--- src/verilog/rv_pkg.sv ---
package rv_pkg;

    localparam int xlen = 32;

    // Word-sized values: registers, operands, PC, memory data
    typedef logic [xlen-1:0] word_t;
    typedef logic [31:0]     instr_t;
    typedef logic [4:0]      reg_addr_t;
    typedef logic [3:0]      alu_op_t;
    typedef logic [1:0]      wb_sel_t;

    // ALU operation codes
    localparam alu_op_t alu_add  = 4'b0000;
    localparam alu_op_t alu_sub  = 4'b0001;
    localparam alu_op_t alu_and  = 4'b0010;
    localparam alu_op_t alu_or   = 4'b0011;
    localparam alu_op_t alu_xor  = 4'b0100;
    localparam alu_op_t alu_sltu = 4'b1001;
    localparam alu_op_t alu_slt  = 4'b1010;
    localparam alu_op_t alu_sll  = 4'b1101;
    localparam alu_op_t alu_srl  = 4'b1110;
    localparam alu_op_t alu_sra  = 4'b1111;

    // Major opcodes of the supported subset
    localparam logic [6:0] opc_op     = 7'b0110011;  // R-type
    localparam logic [6:0] opc_op_imm = 7'b0010011;  // I-type ALU
    localparam logic [6:0] opc_load   = 7'b0000011;
    localparam logic [6:0] opc_store  = 7'b0100011;
    localparam logic [6:0] opc_branch = 7'b1100011;
    localparam logic [6:0] opc_lui    = 7'b0110111;
    localparam logic [6:0] opc_auipc  = 7'b0010111;
    localparam logic [6:0] opc_jal    = 7'b1101111;

    // Branch conditions
    localparam logic [2:0] f3_beq  = 3'b000;
    localparam logic [2:0] f3_bne  = 3'b001;
    localparam logic [2:0] f3_blt  = 3'b100;
    localparam logic [2:0] f3_bge  = 3'b101;
    localparam logic [2:0] f3_bltu = 3'b110;
    localparam logic [2:0] f3_bgeu = 3'b111;

    // Write-back source
    localparam wb_sel_t wb_alu = 2'd0;
    localparam wb_sel_t wb_mem = 2'd1;
    localparam wb_sel_t wb_pc4 = 2'd2;  // Link value for JAL

    // Data RAM size in words
    localparam int ram_words     = 256;
    localparam int ram_addr_bits = 8;

endpackage
--- src/verilog/register_bank.sv ---
`timescale 1ns/1ps

module register_bank (
    input  logic              clk,
    input  logic              rst_n,
    input  rv_pkg::reg_addr_t rs1,
    input  rv_pkg::reg_addr_t rs2,
    input  rv_pkg::reg_addr_t rd,
    input  rv_pkg::word_t     wdata,
    input  logic              we,
    output rv_pkg::word_t     rs1_data,
    output rv_pkg::word_t     rs2_data
);

    rv_pkg::word_t regs [0:31];

    always_ff @(posedge clk) begin
        if (!rst_n) begin
            for (int i = 0; i < 32; i++) begin
                regs[i] <= '0;
            end
        end else if (we && rd != '0) begin   // x0 is never written
            regs[rd] <= wdata;
        end
    end

    // Combinational reads, x0 hardwired to zero
    assign rs1_data = (rs1 == '0) ? '0 : regs[rs1];
    assign rs2_data = (rs2 == '0) ? '0 : regs[rs2];

endmodule

--- config.mk ---
export PLATFORM = sky130hd
export DESIGN_NAME = register_bank
export DESIGN_NICKNAME = d
export VERILOG_FILES = /design/src/verilog/rv_pkg.sv /design/src/verilog/register_bank.sv
export SDC_FILE = /design/constraint.sdc
export NUM_CORES = 2
export LEC_CHECK = 0
export ABC_AREA = 0
export BUFFER_PORTS_ARGS = -buffer_cell sky130_fd_sc_hd__clkbuf_2
export CORE_MARGIN = 2
export CORE_UTILIZATION = 47
export DETAILED_ROUTE_END_ITERATION = 8
export HOLD_SLACK_MARGIN = 0.1
export PLACE_DENSITY_LB_ADDON = 0.12
export RECOVER_POWER = 25
export REMOVE_ABC_BUFFERS = 1
export SLEW_MARGIN = 25
export SYNTH_ARGS = -nofsm -noshare
export SYNTH_HDL_FRONTEND = slang
export SYNTH_SLANG_ARGS = --single-unit
--- constraint.sdc ---
create_clock -name clk -period 8.2 [get_ports clk]
set_input_delay 2.46 -clock clk [delete_from_list [all_inputs] [get_ports clk]]
set_output_delay 2.46 -clock clk [all_outputs]
set_load 0.02 [all_outputs]
Word-level counts from Yosys, hierarchy flattened:

Memories as Yosys holds them, arrays and structs flattened.
Index checks and enable logic that the tools add are counted.

* bits in latches: 0
* logic and storage cells: 15
* memory bits (writable): 1024
* memories kept: 1
* output and inout port bits: 64
* memory bits (read-only): 0
* input bits: 50
* bits in registers: 0

Memories
* regs: words 32, width 32, rd ports 2, clocked after Yosys merged registers in 0, write ports 32, RTL line register_bank.sv:15 `rv_pkg::word_t regs [0:31];`

* reduce and logical (&&, ||, !) cells: 5
* $lt $le $gt $ge: 0
* eq/ne operators: 0
* shift operators: 0
* bitwise logic cells: 0
* div/mod/pow operators: 0
* multiply operators: 0
* add/subtract/negate cells: 0
* mux-type cells: 9

Operators with widths (count)
* $mux W32: 3
* $reduce_or A32 Y1: 1
* $logic_not A5 Y1: 2
* $mux W1: 5
* $mux W5: 1
* $reduce_bool A5 Y1: 1
* $logic_and A1 B1 Y1: 1

Logic depth before layout (Yosys ltp):

* depth in word-level cells: 7
* gate-level depth with buffers: 9

Worst setup path before layout:

OpenSTA, ideal clock, no wires.

* path type: input to output
* start: input port rs2[2]
* end: output port rs2_data[6]
* path buffers: 2
* required time: 5.740 ns
* arrival time: 4.271 ns
* setup slack: 1.469 ns
* stages on the path: 6
* cell sequence: buf_2 -> or3b_2 -> clkbuf_1 -> o221ai_1 -> a221oi_1 -> nor4_1

* cells in the longest elaborated chain, start to end: 2

RTL lines
* from (decl): RTL line register_bank.sv:7 `input rv_pkg::reg_addr_t rs2,`
* $mem_v2 Z32 W32 / $logic_not A5 Y1 (equally long branches)
* $mux W32 (*): RTL line register_bank.sv:29 `assign rs2_data = (rs2 == '0) ? '0 : regs[rs2];`
* to (decl): RTL line register_bank.sv:12 `output rv_pkg::word_t rs2_data`

Mark *: on every way between the ends. The rest lies on a longest branch, timed or not.

Worst setup path in the final report:

* start: input port rs2[2]
* end: output port rs2_data[22]

Same word-level chain as after synthesis.

==> results.py <==
metrics = {
    "logic_synthesis": {
        "ys_warn_count": 0,
        "syn_area_per_cell_um2": 15.4,
        "syn_area_mm2": 0.0542,
        "async_reset_ff_frac": 0,
        "synthTopCellsByCount": "edfxtp_1, and2_1, mux4_2",
        "ys_ff_latch": 1024,
        "dominantRegCellSynth": "edfxtp_1",
        "synthesis.instances": 3509,
        "synth.top_cell.area_share": 0.567,
        "synth_area_leaders": "edfxtp_1, mux4_2, and2_1, mux2i_1, clkbuf_1",
        "yosys.cell_count.top_type": "edfxtp_1",
        "synthDistinctLibCells": 41,
        "synth_edf_count": 1024,
        "yosysTopAreaCell": "edfxtp_1",
        "yosysSeqAreaShare": 0.567,
    },
    "sta": {
        "timing.fmax_mhz": 126,
        "fin_crit_sh": 0.967,
        "finalSetupViolCount": 0,
        "post-route-min-period_ps": 7930,
        "slew_headroom": -1.01,
        "fin_ws_ps": 274,
        "tns_ps": 0,
        "slew_violations": 420,
        "rsz0062_at_grt": "false",
        "tightestPinTransition_ps": 3010,
        "hold_viol_final": 0,
        "holdWs_ps": 2500,
    },
    "drt": {
        "vias": 34600,
        "wl_mm": 189,
        "firstDrtPassIters": 6,
        "drc": 0,
        "drt_iter0_drc": 4862,
        "avgRoutedWirePerCell_um": 36.5,
        "viasPerCell": 6.69,
        "ant_nets": 0,
    },
    "worst_hold_path": {
        "hold_end": "regs[22][27]$_SDFFCE_PN0P_",
        "worstHoldStart": "wdata[27]",
        "hold_class": "input pin to flip-flop",
        "hold_depth": 2,
    },
    "clock_network": {
        "post-cts-setup-buffers": 0,
        "clkTransAtPathRegs_ps": 60,
        "numCtsBuffers": 109,
        "htree_levels": 3,
        "ctsHoldBuffers": 0,
        "cts_root_buf": "clkbuf_16",
        "clockBufferDepth": 3,
        "cts.sinks": 1024,
        "cts.repair.resized": 0,
        "cts_tree": "yes",
    },
    "floorplan": {
        "rows": 124,
        "dieArea_mm2": 0.118,
        "initial_core_util": 0.474,
        "die_w_um": 344,
        "die_h_um": 344,
        "coreArea_mm2": 0.114,
        "ios": 114,
    },
    "run": {
        "maxCapViolations": 19,
    },
    "layout": {
        "syn_to_final_growth_pct": 12.1,
        "fin_nets": 3617,
        "top_regs": "regs: 1024 flops",
        "fillers": 9122,
        "drive_gt1_frac": 0.273,
        "largest_register_ffs": 1024,
        "top_register": "regs",
    },
    "grt": {
        "grt_pass1_wl_mm": 264,
        "track_usage": 0.319,
        "grt-ovfl-total": 0,
        "grt_start_max_net_pins": 72,
        "antenna_found_initial": 16,
        "grt_pass1_vias": 35700,
    },
    "power": {
        "power.switching_uw": 3250,
        "pwr-share-comb": 0.124,
        "intPower_uw": 9760,
        "clockPowerShare": 0.398,
        "ir_worst_vdd_mv": 0.190,
        "seqPwrFrac": 0.478,
        "swShare": 0.250,
        "p_per_area_mw_per_mm2": 214,
        "leakagePower_uw": 0.0208,
    },
    "placed_design": {
        "dp_hpwl_mm": 118,
        "port_buffers": 113,
        "gp_congestion": 0.873,
        "dp_slack_ps": 501,
    },
    "worst_setup_path": {
        "endpoint_kind": "output port",
        "crit_required_ps": 5740,
        "criticalPathCategory": "input pin to output port",
        "critPathMaxFanout": 28,
        "cp-start-kind": "input pin",
        "arrival_ps": 5470,
    },
    "run_status": {
        "failed_checks": "max-capacitance violations, max-slew violations",
        "outcome": "finished, violations left",
    },
}
placed cells by master (no fill, tap or decap), types with 27 or more instances in the layout:
master	n
a211oi_1	34
a22o_1	51
and2_0	211
and2_1	784
buf_4	154
clkbuf_1	37
clkbuf_16	112
clkbuf_2	106
conb_1	32
edfxtp_1	1024
mux2_2	30
mux2i_1	154
mux4_2	470
nor3_1	54
o221ai_1	27
o22ai_1	79
worst max-delay path by stage:
| stage | start | to | depth (start not counted) |
|---|---|---|---|
| after floorplan | rs1[4] | rs1_data[13] | 3 |
| after global routing | rs2[2] | rs2_data[22] | 8 |
| after global placement | rs2[2] | rs2_data[22] | 8 |
| final | rs2[2] | rs2_data[22] | 8 |
| after CTS | rs2[2] | rs2_data[22] | 8 |
| after detailed placement | rs2[2] | rs2_data[22] | 8 |
cell type report:
cell class	count	area, um2	share of cell area
diodes	2	5.00	0.0000824
clock buffers	137	2900	0.0477
clock inverters	61	771	0.0127
inverters	2	7.51	0.000124
multi-input cells	2126	22100	0.363
flip-flops and latches	1024	30700	0.506
well taps	1512	1890	0.0311
repair buffers	304	2370	0.0390
stage by stage:
stage,total power [uW],area [um2],utilization,cells
floorplan,7060,52500,-,3152
global route,13300,60800,0.531,5166
CTS,13000,61000,0.534,5166
global placement,7860,57200,0.501,4964
finish,13000,60800,0.531,5168
detailed placement,7910,57400,0.502,4968
critical path: stages:
cell	delay (ps)
buf_6	280
buf_4	490
mux4_2	400
a22o_1	300
a2111oi_0	850
buf_4	240
nor3_1	140
clkbuf_2	220
power by group through the flow:
stage | registers, uW | clock network [uW] | logic, uW
finish | 6220 | 5180 | 1620
global route | 6240 | 5400 | 1670
CTS | 6200 | 5200 | 1600
detailed placement | 6310 | 0 | 1600
global placement | 6280 | 0 | 1580
floorplan | 6250 | 0 | 801
kinds of logic (layout without fill, tap and decap cells):
group	count (synthesis)	count (layout)	share of synthesized area
AND/OR/NAND/NOR	1149	1149	0.130
multiplexers	654	654	0.230
flip-flops	1024	1024	0.567
other	1	34	0.0000692
AO/OA/AOI/OAI	291	291	0.0396
buffers and inverters	390	504	0.0333
metal layers:
| metal | vias to the layer above | wire length (um) | share of wire | global-route usage |
|---|---|---|---|---|
| li1 | 13700 | - | - | - |
| met1 | 18100 | 71300 | 0.38 | 0.432 |
| met2 | 2261 | 88400 | 0.47 | 0.507 |
| met3 | 451 | 20800 | 0.11 | 0.0682 |
| met4 | 10 | 8000 | 0.042 | 0.129 |
| met5 | - | 59 | 0.00031 | 0 |
(Power assumes the default switching activity.)
