$ cat src/verilog/rv_pkg.sv
package rv_pkg;

    localparam int xlen = 32;

    // Word-sized values: registers, operands, PC, memory data
    typedef logic [xlen-1:0] word_t;
    typedef logic [31:0]     instr_t;
    typedef logic [4:0]      reg_addr_t;
    typedef logic [3:0]      alu_op_t;
    typedef logic [1:0]      wb_sel_t;

    // ALU operation codes
    localparam alu_op_t alu_add  = 4'b0000;
    localparam alu_op_t alu_sub  = 4'b0001;
    localparam alu_op_t alu_and  = 4'b0010;
    localparam alu_op_t alu_or   = 4'b0011;
    localparam alu_op_t alu_xor  = 4'b0100;
    localparam alu_op_t alu_sltu = 4'b1001;
    localparam alu_op_t alu_slt  = 4'b1010;
    localparam alu_op_t alu_sll  = 4'b1101;
    localparam alu_op_t alu_srl  = 4'b1110;
    localparam alu_op_t alu_sra  = 4'b1111;

    // Major opcodes of the supported subset
    localparam logic [6:0] opc_op     = 7'b0110011;  // R-type
    localparam logic [6:0] opc_op_imm = 7'b0010011;  // I-type ALU
    localparam logic [6:0] opc_load   = 7'b0000011;
    localparam logic [6:0] opc_store  = 7'b0100011;
    localparam logic [6:0] opc_branch = 7'b1100011;
    localparam logic [6:0] opc_lui    = 7'b0110111;
    localparam logic [6:0] opc_auipc  = 7'b0010111;
    localparam logic [6:0] opc_jal    = 7'b1101111;

    // Branch conditions
    localparam logic [2:0] f3_beq  = 3'b000;
    localparam logic [2:0] f3_bne  = 3'b001;
    localparam logic [2:0] f3_blt  = 3'b100;
    localparam logic [2:0] f3_bge  = 3'b101;
    localparam logic [2:0] f3_bltu = 3'b110;
    localparam logic [2:0] f3_bgeu = 3'b111;

    // Write-back source
    localparam wb_sel_t wb_alu = 2'd0;
    localparam wb_sel_t wb_mem = 2'd1;
    localparam wb_sel_t wb_pc4 = 2'd2;  // Link value for JAL

    // Data RAM size in words
    localparam int ram_words     = 256;
    localparam int ram_addr_bits = 8;

endpackage
$ cat src/verilog/decoder.sv
`timescale 1ns/1ps

module decoder (
    input  logic              instr_valid,
    input  rv_pkg::instr_t    instr,
    output rv_pkg::reg_addr_t rs1,
    output rv_pkg::reg_addr_t rs2,
    output rv_pkg::reg_addr_t rd,
    output rv_pkg::alu_op_t   alu_op,
    output logic              alu_src_imm,  // B operand from immediate
    output logic              a_sel_pc,     // A operand from PC (AUIPC)
    output logic              a_zero,       // A operand forced to zero (LUI)
    output logic              reg_write,
    output logic              mem_write,
    output rv_pkg::wb_sel_t   wb_sel,
    output logic              is_branch,
    output logic              is_jal,
    output logic [2:0]        funct3,
    output logic              pc_advance
);

    logic [6:0] opcode;
    logic       f7_alt;     // funct7 bit 5, picks SUB and SRA
    logic       wr_reg;
    logic       wr_mem;
    logic       br;
    logic       jal;

    assign opcode = instr[6:0];
    assign rd     = instr[11:7];
    assign funct3 = instr[14:12];
    assign rs1    = instr[19:15];
    assign rs2    = instr[24:20];
    assign f7_alt = instr[30];

    // Main control
    always_comb begin
        wr_reg      = 1'b0;
        wr_mem      = 1'b0;
        br          = 1'b0;
        jal         = 1'b0;
        alu_src_imm = 1'b0;
        a_sel_pc    = 1'b0;
        a_zero      = 1'b0;
        wb_sel      = rv_pkg::wb_alu;
        case (opcode)
            rv_pkg::opc_op: begin
                wr_reg = 1'b1;
            end
            rv_pkg::opc_op_imm: begin
                wr_reg      = 1'b1;
                alu_src_imm = 1'b1;
            end
            rv_pkg::opc_load: begin
                wr_reg      = 1'b1;
                alu_src_imm = 1'b1;             // Address is rs1 + offset
                wb_sel      = rv_pkg::wb_mem;
            end
            rv_pkg::opc_store: begin
                wr_mem      = 1'b1;
                alu_src_imm = 1'b1;
            end
            rv_pkg::opc_branch: begin
                br = 1'b1;
            end
            rv_pkg::opc_lui: begin
                wr_reg      = 1'b1;
                alu_src_imm = 1'b1;
                a_zero      = 1'b1;             // 0 + imm
            end
            rv_pkg::opc_auipc: begin
                wr_reg      = 1'b1;
                alu_src_imm = 1'b1;
                a_sel_pc    = 1'b1;             // pc + imm
            end
            rv_pkg::opc_jal: begin
                wr_reg = 1'b1;
                jal    = 1'b1;
                wb_sel = rv_pkg::wb_pc4;
            end
            default: ;                          // Unknown opcode acts as no-op
        endcase
    end

    // ALU control
    always_comb begin
        alu_op = rv_pkg::alu_add;
        case (opcode)
            rv_pkg::opc_op, rv_pkg::opc_op_imm: begin
                case (funct3)
                    3'b000:  alu_op = (opcode == rv_pkg::opc_op && f7_alt) ?
                                      rv_pkg::alu_sub : rv_pkg::alu_add;
                    3'b001:  alu_op = rv_pkg::alu_sll;
                    3'b010:  alu_op = rv_pkg::alu_slt;
                    3'b011:  alu_op = rv_pkg::alu_sltu;
                    3'b100:  alu_op = rv_pkg::alu_xor;
                    3'b101:  alu_op = f7_alt ? rv_pkg::alu_sra : rv_pkg::alu_srl;
                    3'b110:  alu_op = rv_pkg::alu_or;
                    default: alu_op = rv_pkg::alu_and;
                endcase
            end
            rv_pkg::opc_branch: begin
                // Compare forms, the taken decision itself lives in pc_unit
                case (funct3)
                    rv_pkg::f3_beq, rv_pkg::f3_bne: alu_op = rv_pkg::alu_sub;
                    rv_pkg::f3_blt, rv_pkg::f3_bge: alu_op = rv_pkg::alu_slt;
                    default:                        alu_op = rv_pkg::alu_sltu;
                endcase
            end
            default: alu_op = rv_pkg::alu_add;  // Address and LUI/AUIPC sums
        endcase
    end

    // Strobe gating of everything that commits state
    assign reg_write  = wr_reg & instr_valid;
    assign mem_write  = wr_mem & instr_valid;
    assign is_branch  = br & instr_valid;
    assign is_jal     = jal & instr_valid;
    assign pc_advance = instr_valid;            // Every strobed instruction moves the PC

endmodule

$ cat config.mk
export PLATFORM = sky130hd
export DESIGN_NAME = decoder
export DESIGN_NICKNAME = d
export VERILOG_FILES = /design/src/verilog/rv_pkg.sv /design/src/verilog/decoder.sv
export SDC_FILE = /design/constraint.sdc
export NUM_CORES = 1
export LEC_CHECK = 0
export BUFFER_PORTS_ARGS = -buffer_cell sky130_fd_sc_hd__buf_4
export CAP_MARGIN = 20
export CORE_MARGIN = 4
export CORE_UTILIZATION = 31
export DETAILED_ROUTE_END_ITERATION = 12
export GPL_ROUTABILITY_DRIVEN = 1
export MAX_ROUTING_LAYER = met4
export PLACE_DENSITY = 0.95
export SYNTH_ARGS = -nofsm -noshare
export SYNTH_HDL_FRONTEND = slang
export SYNTH_SLANG_ARGS = --single-unit
$ cat constraint.sdc
create_clock -name vclk -period 0.8
set_input_delay 0.04 -clock vclk [all_inputs]
set_output_delay 0.04 -clock vclk [all_outputs]
set_load 0.05 [all_outputs]
# Word-level counts from Yosys, hierarchy flattened
# Cells that the tools add are included.
# word_totals
register_bits,0
in_bits,33
wordCells,38
# classes
eq_ne,14
n_mux,13
bitwise,4
n_reduce_logical,7
# ops
operator,n
case mux 4 bit (7 select lines),1
"== test 7 x 6 -> 1 bit, second input constant",3
case mux 4 bit (2 select lines),2
"== test 7 x 5 -> 1 bit, second input constant",2
"== test 7 bit, second input constant",2
"== test 3 bit, second input constant",3
2-to-1 mux 1 bit,9
"== test 7 x 2 -> 1 bit, second input constant",1
"== test 3 x 2 -> 1 bit, second input constant",2
OR reduction 2 bit,3
OR reduction 6 bit,1
OR reduction 5 bit,1
AND 1 bit,4
case mux 2 bit (2 select lines),1
"== test 3 x 1 -> 1 bit, second input constant",1
logical NOT 3 bit,1
logical AND 1 bit,1

# Longest topological paths before layout
# Gate-level depths: netlist (run 1).
# depth
depth_word,5
depth_mapped,4

# Least setup slack after synthesis (run 1)
# Ideal clock, no wire load.
# synth_timing
path_kind,input port to output port
from,in instr[6]
to,out alu_op[2]
t_arrival_ns,1.517
path_slack_ns,-0.757
cell_stages,4
cell_sequence,and4bb_1 > buf_6 > nand2_4 > nor3_1
# synth_between
elab_chain_cells,3
elab_cells_between_ends,5
classes_between,eq/ne: 3; mux: 1; reduce/logical: 1
# synth_rtl
element,line,text
from (decl),decoder.sv:5,"input rv_pkg::instr_t instr,"
== test 7 x 6 -> 1 bit / == test 7 x 5 -> 1 bit (equally long branches),decoder.sv:88,case (opcode)
OR reduction 2 bit,decoder.sv:88,
case mux 4 bit (2 select lines) *,decoder.sv:88,
to (decl),decoder.sv:9,"output rv_pkg::alu_op_t alu_op,"
# Every way passes the cells marked *; elsewhere a longest branch is shown, timed or not.

# Final worst setup path (run 1)
# layout_timing
from,in instr[3]
to,out alu_op[3]
# The elaborated chain is that of the path after synthesis.

==> results of run 1 <==
## placed cells by master (no fill, tap or decap), drive strengths merged
master | Yosys | layout
and3b | 1 | 1
inv | 1 | 1
or2 | 1 | 1
and3 | 2 | 2
o211ai | 2 | 2
nand2b | 2 | 2
nand3b | 3 | 3
nand3 | 1 | 1
o22ai | 1 | 1
a21oi | 1 | 1
nand2 | 7 | 7
and4 | 1 | 1
buf | 21 | 45
nor2b | 1 | 1
o21ai | 1 | 1
o311ai | 1 | 1
and4b | 1 | 1
nor2 | 8 | 8
nor3 | 1 | 1
and2b | 1 | 1
and4bb | 2 | 2
a32o | 1 | 1
nand4 | 3 | 3
## logic make-up (layout without fill, tap and decap cells)
family	count (synthesis)	count (layout)	synth area share (%)
compound gates	7	7	13.03
simple gates	35	35	49.58
buf+inv	22	46	37.39
## through the flow
| stage | area, sq um | TNS (ps) | util, % | setup WS (ps) |
|---|---|---|---|---|
| after floorplan | 519.2 | -1487 | - | -428.1 |
| after CTS | 822.0 | -2132 | 62.39 | -267.4 |
| after detailed placement | 699.4 | -2776 | 53.09 | -333.0 |
| after global placement | 699.4 | -2440 | 53.09 | -311.0 |
| after global routing | 829.5 | -2526 | 62.96 | -305.2 |
| final | 829.5 | -2222 | 62.96 | -267.3 |
## area by class of cell
class                           count  area share [%]
Inverter                            1          0.4525
Multi-Input combinational cell     42           46.61
Tap cell                           15           2.262
Timing Repair Buffer               45           50.68
## critical path: stages
cell      delay [ps]
buf_6             90
and4bb_1         270
buf_6            150
nand2_8           70
o311ai_4         210
buf_6            190
## metal layers
metal / vias up / GRT usage [%] / wire (um)
li1: 254 / - / -
met1: 246 / 15.35 / 566
met2: 20 / 27.30 / 819
met3: 4 / 1.581 / 75
met4: 0 / 3.409 / 31
met5: - / - / 0
## worst max path at each step
stage	end	depth (start not counted)	startpoint	slack, ps
floorplan	alu_op[1]	3	instr[4]	-430
global placement	alu_op[3]	6	instr[6]	-310
detailed placement	alu_op[3]	6	instr[6]	-330
CTS	alu_op[3]	6	instr[3]	-270
global route	alu_op[3]	6	instr[3]	-310
finish	alu_op[3]	6	instr[3]	-270
## repair_timing
item,in CTS,in global routing
resized for setup,28,2
setup endpoints to repair,13,13
pin swaps,8,2
hold buffers,0,0
buffers inserted,1,0
## report_power, final
part           switching [uW]  internal [uW]  leakage, uW
registers                   0              0            0
logic                     175            157     0.000380
clock network               0              0            0
==> out/results.ini, run 1 <==
[sta]
hold_viol=0
timing.hold.ws_ps=80.02
rsz0062_at_grt=true
drv_slew=0
period_share_pct=133.4
worst_pin_slew_ps=321.2
setup_viol=13
fin_crit_ps=1067
setup_ws_ps=-267.3
relSlewSlack_pct=78.49
timing.fmax_ghz=0.9369

[job]
max_cap_viol_count=0

[grt]
grt_max_degree=9
grt_pass1_vias=530
grt_pass1_wl_mm=2.221
overflow=0
antenna_found_initial=0
grt_usage_pct=14.29

[hold_path]
hp-start=instr[8]
min_path_type=input pin to primary output
whs_path_depth=0
whs_endpoint=rd[1]

[setup_path]
path_class=input pin to primary output
arrival_ps=1030
critPathCaptureType=primary output
startpoint_type=input pin
crit_fanout=8
required_ps=760

[die]
dieArea_sq_mm=0.002093
pin_count=65
coreArea_sq_mm=0.001318
die_y_um=45.75
num_rows=13
die_w_um=45.75
start_util_pct=33.52

[synth]
syn-cell-area_sq_um=441.7
synth.most_common_cell=buf_4
synth_top_cell_by_area=buf_4
syn_avg_cell_area_sq_um=6.901
yosysSeqAreaShare_pct=0
synth_fp_nets=97
synth.distinct_cells=27
ys_top_cells_by_count=buf_4, nor2_1, nand2_1, nand3b_1, nand4_1
ys_warn_count=0
ys_top_cells_by_area=buf_4, nor2_1, nand2_1, nand3b_1, nand4_1
synth_top_area_share_pct=33.99
netlist_instances=64

[finish]
nets=123
antenna_cells=0
nClkBuffers=0
syn2layout_area_growth_pct=87.82
layout.cells.non_filler=103
regArea_sq_um=0
n_fill_cell=116
multi_input_area_sq_um=386.6
nFlopsAndLatches=0
drive_above_1_share_pct=75.00

[route]
drc=0
via_per_inst=5.087
wl_per_cell_um=14.50
vias=524
ant_nets=0
drtIter0Drc=1
totalWireLength_mm=1.493
drt_first_pass_iters=3

[power_and_ir_drop]
power_density_mw_per_mm2=400.4
leakage_uw=0.0003796
ir_drop_uv=159.5
total_power_uw=332.2

[run_status]
outcome=finished, violations left
violations=negative setup slack

[placement]
dpl.cell_count=102
finalWeightedCongestion=0.8171
portBuffers=29
hpwl_mm=1.177

Power figures use the tool's default switching activity.
==> run 2: changes to the inputs <==
PLACE_DENSITY = 0.87   (was 0.95)
==> out/results.ini, run 2 (same netlist as run 1, synthesis figures left out) <==
[finish]
antenna_cells=0  ; unchanged
n_fill_cell=108  ; -6.9%
drive_above_1_share_pct=73.56  ; -1.4 points
nFlopsAndLatches=0  ; unchanged
final_util_pct=60.59  ; -2.4 points
nClkBuffers=0  ; unchanged
layout_common_cells=buf_4, buf_6, buf_8, nand2_1, nor2_4
syn2layout_area_growth_pct=80.74
regArea_sq_um=0  ; unchanged
nets=122  ; -0.81%
layout_commonest_cell=buf_4

[die]
num_rows=13  ; unchanged
dieArea_sq_mm=0.002093  ; unchanged
pin_count=65  ; unchanged
die_y_um=45.75  ; unchanged
die_w_um=45.75  ; unchanged
coreArea_sq_mm=0.001318  ; unchanged
start_util_pct=33.52  ; unchanged

[run_status]
outcome=finished, violations left
violations=negative setup slack

[placement]
finalWeightedCongestion=0.7861  ; -3.8%
portBuffers=29  ; unchanged
hpwl_mm=1.091  ; -7.3%
dpl_worst_slack_ps=-320.5  ; +12.48 ps

[route]
via_per_inst=5.118  ; +0.59%
vias=522  ; -0.38%
drc=0  ; unchanged
wl_per_cell_um=14.16  ; -2.3%
drtIter0Drc=5  ; +4
totalWireLength_mm=1.444  ; -3.3%
ant_nets=0  ; unchanged
drt_first_pass_iters=4  ; +1

[sta]
hold_viol=0  ; unchanged
setup_viol=13  ; unchanged
period_share_pct=137.3  ; +3.9 points
tns_ps=-2431  ; -208.5 ps
timing.hold.ws_ps=80.02  ; -0.002700 ps
worst_pin_slew_ps=290.1  ; -31.10 ps
relSlewSlack_pct=80.57  ; +2.1 points
setup_ws_ps=-298.3  ; -31.02 ps
timing.fmax_ghz=0.9105  ; -2.8%
rsz0062_at_grt=true
drv_slew=0  ; unchanged
fin_crit_ps=1098  ; +31.02 ps

[setup_path]
required_ps=760  ; about the same
critPathCaptureType=primary output
startpoint_type=input pin
arrival_ps=1060  ; +30 ps
crit_fanout=8  ; unchanged
path_class=input pin to primary output

[power_and_ir_drop]
ir_drop_uv=206.5  ; +29%
total_power_uw=316.8  ; -4.6%
leakage_uw=0.0003773  ; -0.61%
power_density_mw_per_mm2=396.8  ; -0.89%

[grt]
grt_max_degree=9  ; unchanged
grt_usage_pct=14.37  ; +0.082 points
grt_pass1_vias=534  ; +0.75%
antenna_found_initial=0  ; unchanged
grt_pass1_wl_mm=2.256  ; +1.6%
overflow=0  ; unchanged

[job]
max_cap_viol_count=0  ; unchanged

[hold_path]
min_path_type=input pin to primary output
whs_path_depth=0  ; unchanged

[cts]
cts_hold_buf=0  ; unchanged

run 2: cell count changes in the layout (fill, tap and decap cells not counted), sizes merged:
| cell | previous run | this run |
|---|---|---|
| buf | 45 | 44 |
run 2: worst paths after layout:
kind                  startpoint   endpoint  slack, ps
worst min-delay path    instr[9]      rd[2]         80
worst max-delay path    instr[3]  alu_op[3]       -300
run 2: per-layer routing:
metal / vias to the layer above / track usage, % / part of all wire, %
li1: 256 / - / -
met1: 233 / 15.35 / 35
met2: 23 / 25.35 / 52
met3: 10 / 0.3953 / 6.4
met4: 0 / 9.659 / 6.2
met5: - / - / 0
run 2: per-stage QoR:
stage / cell area, sq um / cells
floorplan: 519.2 / 64
global placement: 691.9 / 101
detailed placement: 691.9 / 101
CTS: 790.8 / 102
global route: 798.3 / 102
finish: 798.3 / 102
run 2: power breakdown:
part / internal, uW / leakage, uW / switching, uW
registers: 0 / 0 / 0
clock network: 0 / 0 / 0
logic: 148 / 0.000377 / 169
run 2: critical path: stages:
cell      delay [ps]
buf_6            100
and4bb_1         300
buf_6            140
nand2_4           70
o311ai_4         220
buf_6            190
run 2: timing repair:
action | in CTS | in global routing
pin swaps | 8 | 3
setup endpoints to repair | 13 | 13
buffers inserted | 1 | 0
resized for setup | 25 | 2
run 2: final cells by class:
class                      count  area [sq um]  area share [%]
tap                           15         18.77           2.351
timing repair buffer          44         412.9           51.72
multi-input combinational     42         362.8           45.45
inverter                       1         3.754          0.4702
