===== src/verilog/rv_pkg.sv =====
package rv_pkg;

    localparam int xlen = 32;

    // Word-sized values: registers, operands, PC, memory data
    typedef logic [xlen-1:0] word_t;
    typedef logic [31:0]     instr_t;
    typedef logic [4:0]      reg_addr_t;
    typedef logic [3:0]      alu_op_t;
    typedef logic [1:0]      wb_sel_t;

    // ALU operation codes
    localparam alu_op_t alu_add  = 4'b0000;
    localparam alu_op_t alu_sub  = 4'b0001;
    localparam alu_op_t alu_and  = 4'b0010;
    localparam alu_op_t alu_or   = 4'b0011;
    localparam alu_op_t alu_xor  = 4'b0100;
    localparam alu_op_t alu_sltu = 4'b1001;
    localparam alu_op_t alu_slt  = 4'b1010;
    localparam alu_op_t alu_sll  = 4'b1101;
    localparam alu_op_t alu_srl  = 4'b1110;
    localparam alu_op_t alu_sra  = 4'b1111;

    // Major opcodes of the supported subset
    localparam logic [6:0] opc_op     = 7'b0110011;  // R-type
    localparam logic [6:0] opc_op_imm = 7'b0010011;  // I-type ALU
    localparam logic [6:0] opc_load   = 7'b0000011;
    localparam logic [6:0] opc_store  = 7'b0100011;
    localparam logic [6:0] opc_branch = 7'b1100011;
    localparam logic [6:0] opc_lui    = 7'b0110111;
    localparam logic [6:0] opc_auipc  = 7'b0010111;
    localparam logic [6:0] opc_jal    = 7'b1101111;

    // Branch conditions
    localparam logic [2:0] f3_beq  = 3'b000;
    localparam logic [2:0] f3_bne  = 3'b001;
    localparam logic [2:0] f3_blt  = 3'b100;
    localparam logic [2:0] f3_bge  = 3'b101;
    localparam logic [2:0] f3_bltu = 3'b110;
    localparam logic [2:0] f3_bgeu = 3'b111;

    // Write-back source
    localparam wb_sel_t wb_alu = 2'd0;
    localparam wb_sel_t wb_mem = 2'd1;
    localparam wb_sel_t wb_pc4 = 2'd2;  // Link value for JAL

    // Data RAM size in words
    localparam int ram_words     = 256;
    localparam int ram_addr_bits = 8;

endpackage

===== src/verilog/imm_gen.sv =====
`timescale 1ns/1ps

module imm_gen (
    input  rv_pkg::instr_t instr,
    output rv_pkg::word_t  imm
);

    logic [6:0] opcode;

    assign opcode = instr[6:0];

    always_comb begin
        case (opcode)
            // I format
            rv_pkg::opc_op_imm, rv_pkg::opc_load:
                imm = {{20{instr[31]}}, instr[31:20]};
            // S format
            rv_pkg::opc_store:
                imm = {{20{instr[31]}}, instr[31:25], instr[11:7]};
            // B format, bit 0 always zero
            rv_pkg::opc_branch:
                imm = {{19{instr[31]}}, instr[31], instr[7], instr[30:25],
                       instr[11:8], 1'b0};
            // U format
            rv_pkg::opc_lui, rv_pkg::opc_auipc:
                imm = {instr[31:12], 12'b0};
            // J format
            rv_pkg::opc_jal:
                imm = {{11{instr[31]}}, instr[31], instr[19:12], instr[20],
                       instr[30:21], 1'b0};
            default:
                imm = '0;
        endcase
    end

endmodule


===== config.mk =====
export PLATFORM = sky130hd
export DESIGN_NAME = imm_gen
export DESIGN_NICKNAME = d
export VERILOG_FILES = /design/src/verilog/rv_pkg.sv /design/src/verilog/imm_gen.sv
export SDC_FILE = /design/constraint.sdc
export NUM_CORES = 1
export LEC_CHECK = 0
export ABC_AREA = 1
export BUFFER_PORTS_ARGS = -buffer_cell sky130_fd_sc_hd__clkbuf_2
export CAP_MARGIN = 20
export CORE_MARGIN = 3
export CORE_UTILIZATION = 33
export DETAILED_ROUTE_END_ITERATION = 10
export PLACE_DENSITY = 0.87
export SETUP_SLACK_MARGIN = 0.2
export SLEW_MARGIN = 5
export SYNTH_ARGS = -nofsm -noshare
export SYNTH_HDL_FRONTEND = slang
export SYNTH_SLANG_ARGS = --single-unit
export TNS_END_PERCENT = 50

===== constraint.sdc =====
create_clock -name vclk -period 0.8
set_input_delay 0.04 -clock vclk [all_inputs]
set_output_delay 0.04 -clock vclk [all_outputs]
set_load 0.05 [all_outputs]

==> results, run 1 <==
- For this configuration, the core starts out at a cell density of 0.364.
- Yosys printed 0 warnings.
- Synthesis produced 124 cells.
- During I/O placement, the number of pins put on the boundary was 64.
- The run stopped with a tool error.
- The congestion estimate from routability-driven global placement came to 0.776.
- The distinct cell type count after synthesis is 14.
- The hold buffer count at cts is 0.
- In this run the post-CTS setup repair buffer count came out at 1.
- The number of port buffers is 64.
- Summing every instance area after synthesis gives 574 um2.
- The part of the Yosys area used for sequential elements is 0.
- After floorplanning, the core was divided into 14 placement rows.
- The height of the chip is 47.7 um.
- The average instance area after synthesis is 4.63 um2.
- The die outline width is 47.7 um.
- The number of nets produced by synthesis is roughly 160.
- In this run, post-CTS repair resized a total of 128 instances.
- It got as far as clock tree synthesis (4_1_cts) and failed there.
- After detailed placement, the total cell area comes to 0.00150 mm2.
- The first error in the log reads "[ERROR DPL-0038] Utilization greater than 100%, impossible to legalize".
- The detailed placement HPWL is just under 3000 um.
==> synthesized netlist by cell type <==
cell type / count / area, um2
sky130_fd_sc_hd__nand2_2: 7 / 43.8
sky130_fd_sc_hd__nand2_4: 1 / 11.3
sky130_fd_sc_hd__buf_6: 1 / 11.3
sky130_fd_sc_hd__nor2_2: 2 / 12.5
sky130_fd_sc_hd__o21ai_1: 1 / 5.00
sky130_fd_sc_hd__nor2_1: 6 / 22.5
sky130_fd_sc_hd__o21ai_0: 1 / 5.00
sky130_fd_sc_hd__buf_4: 1 / 7.51
sky130_fd_sc_hd__nand3_1: 20 / 100
sky130_fd_sc_hd__inv_1: 18 / 67.6
sky130_fd_sc_hd__a21boi_0: 6 / 45.0
sky130_fd_sc_hd__nand2_1: 56 / 210
sky130_fd_sc_hd__buf_2: 2 / 10.0
sky130_fd_sc_hd__nor2_4: 2 / 22.5
==> stage by stage <==
stage	setup WS (ps)	hold slack [ps]	std cells
after global placement	-485	431	215
after floorplan	-107	231	124
after detailed placement	-601	450	215
==> cell families after synthesis <==
logic type / count (synthesis) / share of synthesized area
simple gates: 94 / 0.736
compound gates: 8 / 0.0958
buf+inv: 22 / 0.168
==> run 2: changes to the inputs <==
--- a/config.mk
+++ b/config.mk
@@ -8,11 +8,10 @@
 export ABC_AREA = 1
 export BUFFER_PORTS_ARGS = -buffer_cell sky130_fd_sc_hd__clkbuf_2
 export CAP_MARGIN = 20
-export CORE_MARGIN = 3
-export CORE_UTILIZATION = 33
+export CORE_AREA = 3 3 64 66
 export DETAILED_ROUTE_END_ITERATION = 10
-export PLACE_DENSITY = 0.87
-export SETUP_SLACK_MARGIN = 0.2
+export DIE_AREA = 0 0 67 69
+export PLACE_DENSITY_LB_ADDON = 0.15
 export SLEW_MARGIN = 5
 export SYNTH_ARGS = -nofsm -noshare
 export SYNTH_HDL_FRONTEND = slang
==> constraint.sdc (replaced) <==
create_clock -name vclk -period 1
set_input_delay 0.05 -clock vclk [all_inputs]
set_output_delay 0.05 -clock vclk [all_outputs]
set_load 0.05 [all_outputs]
==> run 2 against run 1 <==
  * Synthesized cell count is the same
  * The flow now finishes, with violations (negative setup slack)
  * Synthesized area stayed put
==> results, run 2 <==
- The flow ran to the end, but the final reports show violations.
- The final reports fail on negative setup slack.
- The yosys synthesis warning count came to 0 (unchanged).
- The final sum of negative setup slack is -230 ps.
- sky130_fd_sc_hd__nand2_1 takes more of the synthesized area than any other cell.
- The row count is 22 (+8).
- The average instance area after synthesis was 4.63 um2 (unchanged).
- Yosys attributes the largest share of cell area to sky130_fd_sc_hd__nand2_1, sky130_fd_sc_hd__nand3_1, sky130_fd_sc_hd__inv_1.
- The cell internal power dissipation is 218 uW.
- The cell count after placement was 243 (+13%).
- The instance area at placement is 0.00116 mm2 (-23%).
- The area overhead of the layout relative to synthesis is 218%.
- Data on the critical path is required at its endpoint by 950 ps.
- The total detailed-routing wirelength is roughly 2900 um.
- The critical path launch point is instr[3].
- Power spread over the standard cell area amounts to 256 mW/mm2.
- The slew at the pin with the worst max-slew slack is 338 ps.
- The share of total power dissipated in combinational logic is 1.000.
- The first detailed-routing pass ran for 4 iterations.
- The count of nets left with antenna violations once routing finished came out at 0.
- Entering global routing, the biggest net connects 12 pins.
- The hold buffer count at cts was 0 (unchanged).
- The die covers roughly 0.0046 mm2.
- The residual DRC count is 0.
- The I/O pin count was 64 (unchanged).
- There are 0 flip-flops and latches.
- The first-iteration detailed-routing DRC count is 18.
- Once layout is done, the placed cells without fillers occupy about 0.0018 mm2.
- The leakage power figure is between 0.9 and 1 nW.
- The placer congestion estimate is 0.764 (-1.5%).
- In the synthesized netlist, the cells that appear most often are sky130_fd_sc_hd__nand2_1, sky130_fd_sc_hd__nand3_1, sky130_fd_sc_hd__inv_1.
- The worst-case setup margin in the final layout is -37.6 ps.
- The worst setup path is captured at an output port.
- By startpoint and endpoint, the worst setup path is classified as in2out.
- The post-detailed-route wirelength per cell is 11.7 um.
- The startpoint identified for the worst hold timing path is instr[19].
- The number of nets produced by synthesis is 156 (unchanged).
- The detailed placement HPWL was 2080 um (-29%).
- The distinct cell type count after synthesis is 14 (unchanged).
- The final number of hold-violating endpoints is 0.
- The portion of synthesized cell area occupied by the leading cell type is 0.366 (unchanged).
- The largest voltage drop on the vdd net is 98.1 uV.
- The number of antenna violations at the first check in global routing came to 0.
- In the final layout, the share of cells above drive strength 1 is 0.770.
- The library cell used most frequently in the layout, excluding fill and tap cells, is sky130_fd_sc_hd__nand2_2.
- The path category of the worst min-delay check is in2out.
- The mean number of vias per cell is 4.19.
- The element type at the critical path start is an input pin.
- The synthesized area is 574 um2 (unchanged).
- Setup repair after global routing could not meet its margin everywhere.
- The count of antenna diodes in the layout is 0.
- The tool flagged a number of max-cap violations equal to 0.
- Setup violations remaining at the end of the flow were counted as 15.
- The area of the placeable core is 0.00363 mm2.
- The all-layer global routing usage is 0.127.
- For this run the aggregate overflow at the end of global routing stands at 0.
- The most common cell in the synthesized netlist is sky130_fd_sc_hd__nand2_1.
- Measured against its own limit, the worst slew margin works out to 0.774.
- The final critical path time including I/O delays and setup is 1040 ps.
- The gate count of the mapped netlist came to 124 (unchanged).
- Dividing the final minimum period by the clock period gives 1.04.
- Summing over every cut layer, the via total after detailed routing is 1055.
- The initial core utilization is 0.158 (-0.206).
- The share of total power dissipated in the clock network is 0.
- For this design the total switching power over the nets is 250 uW.
- After filler insertion, the fill cell instance count of the layout stands at 369.
- The clock buffers instantiated in the layout total 0.
- The first-pass GRT wire length is 4960 um.
- The non-filler instance count after layout is 252.
- The number of port buffers was 64 (unchanged).
- Of the total power, the share spent switching nets is 0.534.
- The sequential share of power is 0.
- The part of the Yosys area used for sequential elements is 0 (unchanged).
- The height of the chip is 69 um (+45%).
- The layout net count is between 200 and 250.
- Leaving out fill and tap cells, the most frequent cells in the layout are sky130_fd_sc_hd__nand2_2, sky130_fd_sc_hd__nand2_1, sky130_fd_sc_hd__clkbuf_2, sky130_fd_sc_hd__buf_8, sky130_fd_sc_hd__nand3_1.
- The worst-path maximum fanout is 6.
- The via count of the first global-routing pass is 1138.
- The fmax is 0.964 GHz.
- Across the whole layout, storage elements account for 0 um2.
- The die outline width came to 67 um (+40%).
- STA puts the critical path data arrival time at 990 ps.
- The number of max-slew violations in the final report is 0.
[run 2: timing repair]
action | in CTS | in global routing
gates cloned | 0 | 2
buffers inserted | 5 | 2
pin swaps | 16 | 20
hold endpoints to repair | 0 | 0
gates resized for setup | 94 | 76
endpoints found under the setup margin | 32 | 32
[run 2: worst paths after layout]
kind,cells past startpoint,endpoint
min,4,imm[19]
max,8,imm[10]
[run 2: stage by stage]
step | hold WS [ps] | total power, mW | utilization | setup WS (ps)
6_report | 447 | 0.469 | 0.503 | -37.6
5_1_grt | 472 | 0.499 | 0.503 | -92.6
4_1_cts | 446 | 0.407 | 0.442 | -67.4
3_5_place_dp | 455 | 0.308 | 0.320 | -249
3_3_place_gp | 459 | 0.309 | 0.320 | -244
2_1_floorplan | 256 | 0.160 | - | -119
[run 2: power groups by stage]
stage	registers [mW]	logic [mW]	clock network [mW]
after global routing	0	0.499	0
after detailed placement	0	0.308	0
after floorplan	0	0.160	0
final	0	0.469	0
after CTS	0	0.407	0
after global placement	0	0.309	0
[run 2: worst max-delay path: stages]
cell,delay [ps]
sky130_fd_sc_hd__clkbuf_16,140
sky130_fd_sc_hd__clkinv_8,40
sky130_fd_sc_hd__nand2_4,40
sky130_fd_sc_hd__nor2_4,140
sky130_fd_sc_hd__buf_6,130
sky130_fd_sc_hd__o21ai_4,100
sky130_fd_sc_hd__a21boi_2,190
sky130_fd_sc_hd__buf_8,160
[run 2: per-layer routing]
layer / routed length [um] / up-vias / global-route usage
met5: 0 / - / 0
met4: 0 / 0 / 0
met2: 1600 / 39 / 0.246
met1: 1090 / 475 / 0.146
li1: - / 541 / -
met3: 253 / 0 / 0.0244
[run 2: layout make-up]
| cell class | count | area [um2] | share of cell area |
|---|---|---|---|
| Tap cell | 48 | 60.1 | 0.0329 |
| Multi-Input combinational cell | 102 | 743 | 0.407 |
| Timing Repair Buffer | 84 | 940 | 0.514 |
| Inverter | 18 | 85.1 | 0.0465 |
[run 2: kinds of logic (layout without fill, tap and decap cells)]
group                  count (synthesis)  after routing  synth area share
AND/OR/NAND/NOR                       94             94             0.736
buffers and inverters                 22            102             0.168
AO/OA/AOI/OAI                          8              8            0.0958
Power figures use the tool's default switching activity.
==> run 3: changes to the inputs <==
--- a/config.mk
+++ b/config.mk
@@ -11,7 +11,7 @@
 export CORE_AREA = 3 3 64 66
 export DETAILED_ROUTE_END_ITERATION = 10
 export DIE_AREA = 0 0 67 69
-export PLACE_DENSITY_LB_ADDON = 0.15
+export REMOVE_ABC_BUFFERS = 1
 export SLEW_MARGIN = 5
 export SYNTH_ARGS = -nofsm -noshare
 export SYNTH_HDL_FRONTEND = slang
==> constraint.sdc (replaced) <==
create_clock -name vclk -period 1.3
set_input_delay 0.065 -clock vclk [all_inputs]
set_output_delay 0.065 -clock vclk [all_outputs]
set_load 0.05 [all_outputs]
==> run 3 against run 2 <==
  * Worst hold slack improved by 54 ps
  * Critical path depth grew 1
  * Die area unchanged
  * Wire length fell by 23%
  * Non-clock buffer count down 14
  * The flow now finishes without violations
  * Total power decreased by 51%
  * Core utilization decreased by 20 points
  * Cell count fell by 5.6%
  * Worst setup slack better by 140 ps
  * First-iteration DRC count is 50% lower
  * Flip-flop and latch count stayed put
==> results, run 3 (same netlist as run 2, synthesis figures left out) <==
- The run finished with clean final reports.
- STA classifies the critical path startpoint as an input pin.
- The delay of the slowest cell on the worst path is 250 ps (+60 ps).
- The total iterations of the first detailed-routing run is 4 (unchanged).
- The slew at the pin with the worst max-slew slack is 414 ps (+75.9 ps).
- The full die area is 0.00462 mm2 (unchanged).
- The pin count of the biggest net entering global routing is 12 (unchanged).
- The number of flip-flops and latches is 0 (unchanged).
- The path category of the worst min-delay check is in2out.
- The mean number of vias per cell is 4.02 (-4.0%).
- The total congestion overflow is 0 (unchanged).
- The power per cell area was 206 mW/mm2 (-20%).
- The via count of the first global-routing pass is 855 (-25%).
- The critical path class is in2out.
- The I/O pin count is 64 (unchanged).
- The number of vias in the routed layout is 957 (-9.3%).
- The first-iteration detailed-routing DRC count is 9 (-9).
- The number of antenna violations at the first check in global routing is 0 (unchanged).
- The footprint of the flip-flops and latches is 0 um2 (unchanged).
- The first-pass GRT wire length is 3670 um (-26%).
- The relative contribution of the clock network to total power came to 0 (unchanged).
- The count of antenna diodes in the layout came to 0 (unchanged).
- The final-layout clock buffer total is 0 (unchanged).
- Based on the critical path, the design can be clocked at up to 0.836 GHz.
- The all-layer global routing usage is 0.0949 (-0.0318).
- The most common cell after layout, fill and taps aside is sky130_fd_sc_hd__nand2_1.
- On the critical path, the stage with the largest delay is an instance of sky130_fd_sc_hd__buf_2.
- Grouping stages by cell kind, the critical path spends the most delay in buffers and inverters.
- The worst-case setup slack after placement came to 42.2 ps (+291 ps).
- The share of power burned in combinational logic is 1.000 (about the same).
- The detailed placement HPWL is 1990 um (-4.4%).
- The number of buffer and inverter stages on the critical path came to 4 (unchanged).
- The row count is 22 (unchanged).
- The filler cell count in the final layout is 434 (+18%).
- The number of max-slew violations in the final report is 0 (unchanged).
- The total net switching power is 141 uW (-44%).
- Setup repair after global routing could not meet its margin everywhere.
- The residual DRC count is 0 (unchanged).
- The area overhead of the layout relative to synthesis is 92.6%.
- The arrival time at the worst endpoint is 1130 ps (+140 ps).
- The instance area at placement is 0.00106 mm2 (-8.7%).
- The post-detailed-route wirelength per cell is 9.56 um (-18%).
- The data required time at the worst endpoint is 1240 ps (+290 ps).
- The top cell types in the final layout, fill and taps aside, are sky130_fd_sc_hd__nand2_1, sky130_fd_sc_hd__clkbuf_2, sky130_fd_sc_hd__nand3_1, sky130_fd_sc_hd__inv_1, sky130_fd_sc_hd__clkbuf_4.
- The fraction of final layout cells sized beyond drive strength 1 was 0.437 (-0.333).
- The endpoint type of the worst setup path is an output port.
- The cell occurring most often along the worst timing path is sky130_fd_sc_hd__nand2_1.
- The final antenna-violating net count was 0 (unchanged).
- The number of port buffers came to 64 (unchanged).
- The final design area excluding fillers came to 0.00111 mm2 (-39%).
- The final critical path time including I/O delays and setup is 1200 ps.
- The area of the placeable core is 0.00363 mm2 (unchanged).
- The final sum of negative setup slack was 0 ps (+230 ps).
- The height of the chip is 69 um (unchanged).
- The final number of hold-violating endpoints is 0 (unchanged).
- The setup violation total in the final timing report was 0 (-15).
- The worst-case setup margin in the final layout is 104 ps (+141 ps).
- The leakage power figure came to 0.753 nW (-22%).
- The die outline width is 67 um (unchanged).
- The part of the cycle the worst path needs is 0.920.
- The cell internal power dissipation is 86.3 uW (-60%).
- The largest voltage drop on the vdd net came to 80.2 uV (-18%).
- The placer congestion estimate is 0.830 (+8.6%).
- The layout net count is 224 (-5.9%).
- The switching power share of the total came to 0.621 (+0.0866).
- The total detailed-routing wirelength was 2280 um (-23%).
- The sequential share of power was 0 (unchanged).
- The critical path goes through clkbuf_2 > inv_1 > nor2_2 > nand2_2 > nand2_4 > buf_4 > nand2_1 > nand2_1 > buf_2.
- The final standard cell utilization of the core was 0.304 (-0.199).
- The initial core utilization is 0.158 (unchanged).
- The reported max-cap violation count was 0 (unchanged).
- The buffer count from post-CTS setup fixing is 0 (-5).
- The total power after layout is 228 uW (-51%).
- The normalized max-slew margin came to 0.722 (-0.0516).
- The worst-path maximum fanout is 8 (+2).
-- run 3: cell count changes in the layout (fill, tap and decap cells not counted), sizes merged --
cell,before,now
inv,17,18
clkbuf,34,50
clkinv,1,0
buf,50,20
-- run 3: layout make-up --
class	instances	area, um2	area share
timing repair buffer	70	493	0.446
multi-input combinational	102	485	0.439
tap	48	60.1	0.0543
inverter	18	67.6	0.0611
-- run 3: timing repair --
| action | CTS | global route |
|---|---|---|
| setup endpoints to repair | 0 | 22 |
| hold buffers | 0 | 0 |
| gates resized for setup | 0 | 41 |
-- run 3: power groups by stage --
stage	combinational, mW	sequential (mW)	clock (mW)
2_1_floorplan	0.114	0	0
3_3_place_gp	0.221	0	0
3_5_place_dp	0.222	0	0
4_1_cts	0.223	0	0
5_1_grt	0.247	0	0
6_report	0.228	0	0
-- run 3: worst min-delay path, delay by kind of cell --
kind | cells | cell delay (ps)
simple gates | 2 | 90
buf+inv | 2 | 280
-- run 3: metal layers --
metal,vias to the layer above,wire length [um],GRT usage
met3,0,149,0.00489
li1,514,-,-
met1,410,1010,0.130
met2,33,1110,0.170
met4,0,0,0
met5,-,0,0
-- run 3: path summary, 6_finish.rpt --
kind | start | to | slack [ps] | cells after the start
worst max-delay path | instr[6] | imm[1] | 100 | 9
worst min-delay path | instr[16] | imm[16] | 500 | 4
-- run 3: stage by stage --
step | hold slack, ps | std cells
3_3_place_gp | 523 | 238
3_5_place_dp | 528 | 238
2_1_floorplan | 345 | 120
5_1_grt | 517 | 238
4_1_cts | 528 | 238
6_report | 501 | 238
==> run 4: changes to the inputs <==
--- a/config.mk
+++ b/config.mk
@@ -5,7 +5,6 @@
 export SDC_FILE = /design/constraint.sdc
 export NUM_CORES = 1
 export LEC_CHECK = 0
-export ABC_AREA = 1
 export BUFFER_PORTS_ARGS = -buffer_cell sky130_fd_sc_hd__clkbuf_2
 export CAP_MARGIN = 20
 export CORE_AREA = 3 3 64 66
==> run 4 against run 3 <==
  * The run now ends with negative setup slack left
  * Global-route usage is 1.8 points higher
  * Worst setup slack worse by 160 ps
  * Critical endpoint unchanged
  * Flip-flop and latch count stayed put
  * First-iteration DRC count is 100% higher
==> results, run 4 <==
- The distinct cell type count after synthesis is 26 (+12).
- The first-iteration detailed-routing DRC count is 18 (+9).
- The I/O pin count is 64 (unchanged).
- The largest voltage drop on the vdd net is 162 uV (+100%).
- The portion of synthesized cell area occupied by the leading cell type is 0.199 (-0.167).
- The filler cell count in the final layout is 361 (-17%).
- STA classifies the critical path endpoint as an output port.
- The residual DRC count was 0 (unchanged).
- The setup violation total in the final timing report is 13 (+13).
- The normalized max-slew margin is 0.779 (+0.0570).
- The total congestion overflow is 0 (unchanged).
- The most area-hungry cell type in the Yosys netlist is sky130_fd_sc_hd__o2bb2ai_1.
- The height of the chip came to 69 um (unchanged).
- The area of the placeable core is 0.00363 mm2 (unchanged).
- Relative to the synthesized area, the layout overhead comes to 242%.
- The mean number of vias per cell is 4.57 (+14%).
- The leakage power figure came to 0.795 nW (+5.6%).
- The final hold slack came to 479 ps (-22.1 ps).
- The final critical path time including I/O delays and setup is 1350 ps (+156 ps).
- The final antenna-violating net count was 0 (unchanged).
- The detailed placement HPWL is 1840 um (-7.7%).
- The part of the Yosys area used for sequential elements was 0 (unchanged).
- The library cells used most frequently in the layout, excluding fill and tap cells, are sky130_fd_sc_hd__clkbuf_2, sky130_fd_sc_hd__buf_8, sky130_fd_sc_hd__buf_6, sky130_fd_sc_hd__buf_4, sky130_fd_sc_hd__o2bb2ai_4.
- The final standard cell utilization of the core is 0.456 (+0.152).
- The initial core utilization came to 0.133 (-0.0248).
- Ranked by instance count, the synthesized netlist is headed by sky130_fd_sc_hd__o2bb2ai_1, sky130_fd_sc_hd__nor2_1, sky130_fd_sc_hd__a21o_1, sky130_fd_sc_hd__nand2_1, sky130_fd_sc_hd__a32o_1.
- The yosys synthesis warning count is 0 (unchanged).
- The part of the cycle the worst path needs is 1.04 (+0.120).
- The footprint of the flip-flops and latches was 0 um2 (unchanged).
- The data required time at the worst endpoint is 1240 ps (about the same).
- The slew at the pin with the worst max-slew slack is 329 ps (-85.3 ps).
- The count of antenna diodes in the layout came to 0 (unchanged).
- The total detailed-routing wirelength came to 2920 um (+29%).
- The critical path class is in2out.
- The final number of hold-violating endpoints is 0 (unchanged).
- The gate count of the mapped netlist is 68 (-45%).
- The path class of the tightest hold or removal check is in2out.
- The element type at the critical path start is an input pin.
- In the post-synthesis netlist, the cell with the most instances is sky130_fd_sc_hd__o2bb2ai_1.
- The power per cell area is 226 mW/mm2 (+9.7%).
- Yosys attributes the largest share of cell area to sky130_fd_sc_hd__o2bb2ai_1, sky130_fd_sc_hd__a21o_1, sky130_fd_sc_hd__a32o_1.
- The pin count of the biggest net entering global routing is 18 (+6).
- The worst-path maximum fanout is 5 (-3).
- The post-detailed-route wirelength per cell is 15.1 um (+58%).
- The average instance area after synthesis is 7.12 um2 (+54%).
- The number of antenna violations at the first check in global routing is 0 (unchanged).
- The arrival time at the worst endpoint was 1290 ps (+160 ps).
- The placer congestion estimate was 0.803 (-3.2%).
- The all-layer global routing usage is 0.113 (+0.0182).
- The row count is 22 (unchanged).
- The checks that failed: negative setup slack.
- The total iterations of the first detailed-routing run was 2 (-2).
- The fmax is 0.740 GHz (-12%).
- The number of vias in the routed layout was 887 (-7.3%).
- The final sum of negative setup slack is -246 ps (-246 ps).
- The reported max-cap violation count is 0 (unchanged).
- The first-pass GRT wire length is 4350 um (+19%).
- The run finished, with violations left.
- The number of port buffers is 64 (unchanged).
- The layout net count is 180 (-20%).
- The via count of the first global-routing pass came to 936 (+9.5%).
- The final-layout clock buffer total is 0 (unchanged).
- Setup repair after global routing could not meet its margin everywhere.
- The number of flip-flops and latches came to 0 (unchanged).
- The worst-case setup margin in the final layout is -52.2 ps (-156 ps).
- The most common cell after layout, fill and taps aside is sky130_fd_sc_hd__clkbuf_2.
- The fraction of final layout cells sized beyond drive strength 1 is 0.815 (+0.378).
- The die outline width is 67 um (unchanged).
- The number of max-slew violations in the final report is 0 (unchanged).
- The full die area is 0.00462 mm2 (unchanged).
- The synthesized area was 484 um2 (-16%).
==> run 4: layout make-up <==
type / instances / area (um2) / area share
multi-input combinational: 62 / 753 / 0.455
tap: 48 / 60.1 / 0.0363
inverter: 1 / 3.75 / 0.00227
timing repair buffer: 83 / 840 / 0.507
==> run 4: where the power goes <==
part           internal, mW  total [mW]  switching, mW
sequential                0           0              0
combinational         0.170       0.374          0.204
clock                     0           0              0
total                 0.170       0.374          0.204
==> run 4: critical path, cell delays in order <==
cell and delay [ps]:
sky130_fd_sc_hd__clkbuf_16 130, sky130_fd_sc_hd__buf_6 110, sky130_fd_sc_hd__nor4_4 370, sky130_fd_sc_hd__buf_4 180, sky130_fd_sc_hd__a21o_4 100, sky130_fd_sc_hd__a32o_2 200
sky130_fd_sc_hd__buf_12 140
==> run 4: final timing paths <==
check | start | endpoint | slack, ps | depth (start not counted)
worst min-delay path | instr[14] | imm[14] | 480 | 3
worst max-delay path | instr[2] | imm[1] | -50 | 7
==> run 4: layer usage <==
layer,part of all wire,GRT usage,vias up
li1,-,-,431
met5,0,0,-
met2,0.58,0.219,41
met4,0.015,0.00901,0
met3,0.062,0.00977,4
met1,0.34,0.134,411
==> run 4: metrics by stage <==
stage               setup WS (ps)  power [mW]  instance area [um2]  std cells
detailed placement           -465       0.240                  986        188
CTS                         -19.8       0.308                 1360        190
global placement             -427       0.238                  986        188
finish                      -52.2       0.374                 1660        194
floorplan                    -352       0.117                  443         62
global route                -90.3       0.395                 1660        194
==> run 4: kinds of logic (layout without fill, tap and decap cells) <==
kind of cell | count (synthesis) | count (layout) | share of synthesized area
and+or+nand+nor | 29 | 29 | 0.336
buffers and inverters | 7 | 84 | 0.0930
AOI/OAI and AO/OA | 32 | 33 | 0.571
==> run 4: repair_timing <==
| action | CTS | global route |
|---|---|---|
| gates cloned | 1 | 0 |
| endpoints found under the hold margin | 0 | 0 |
| buffers inserted | 1 | 4 |
| hold buffers | 0 | 0 |
| pin swaps | 7 | 10 |
| resized for setup | 77 | 63 |
| setup endpoints to repair | 31 | 32 |
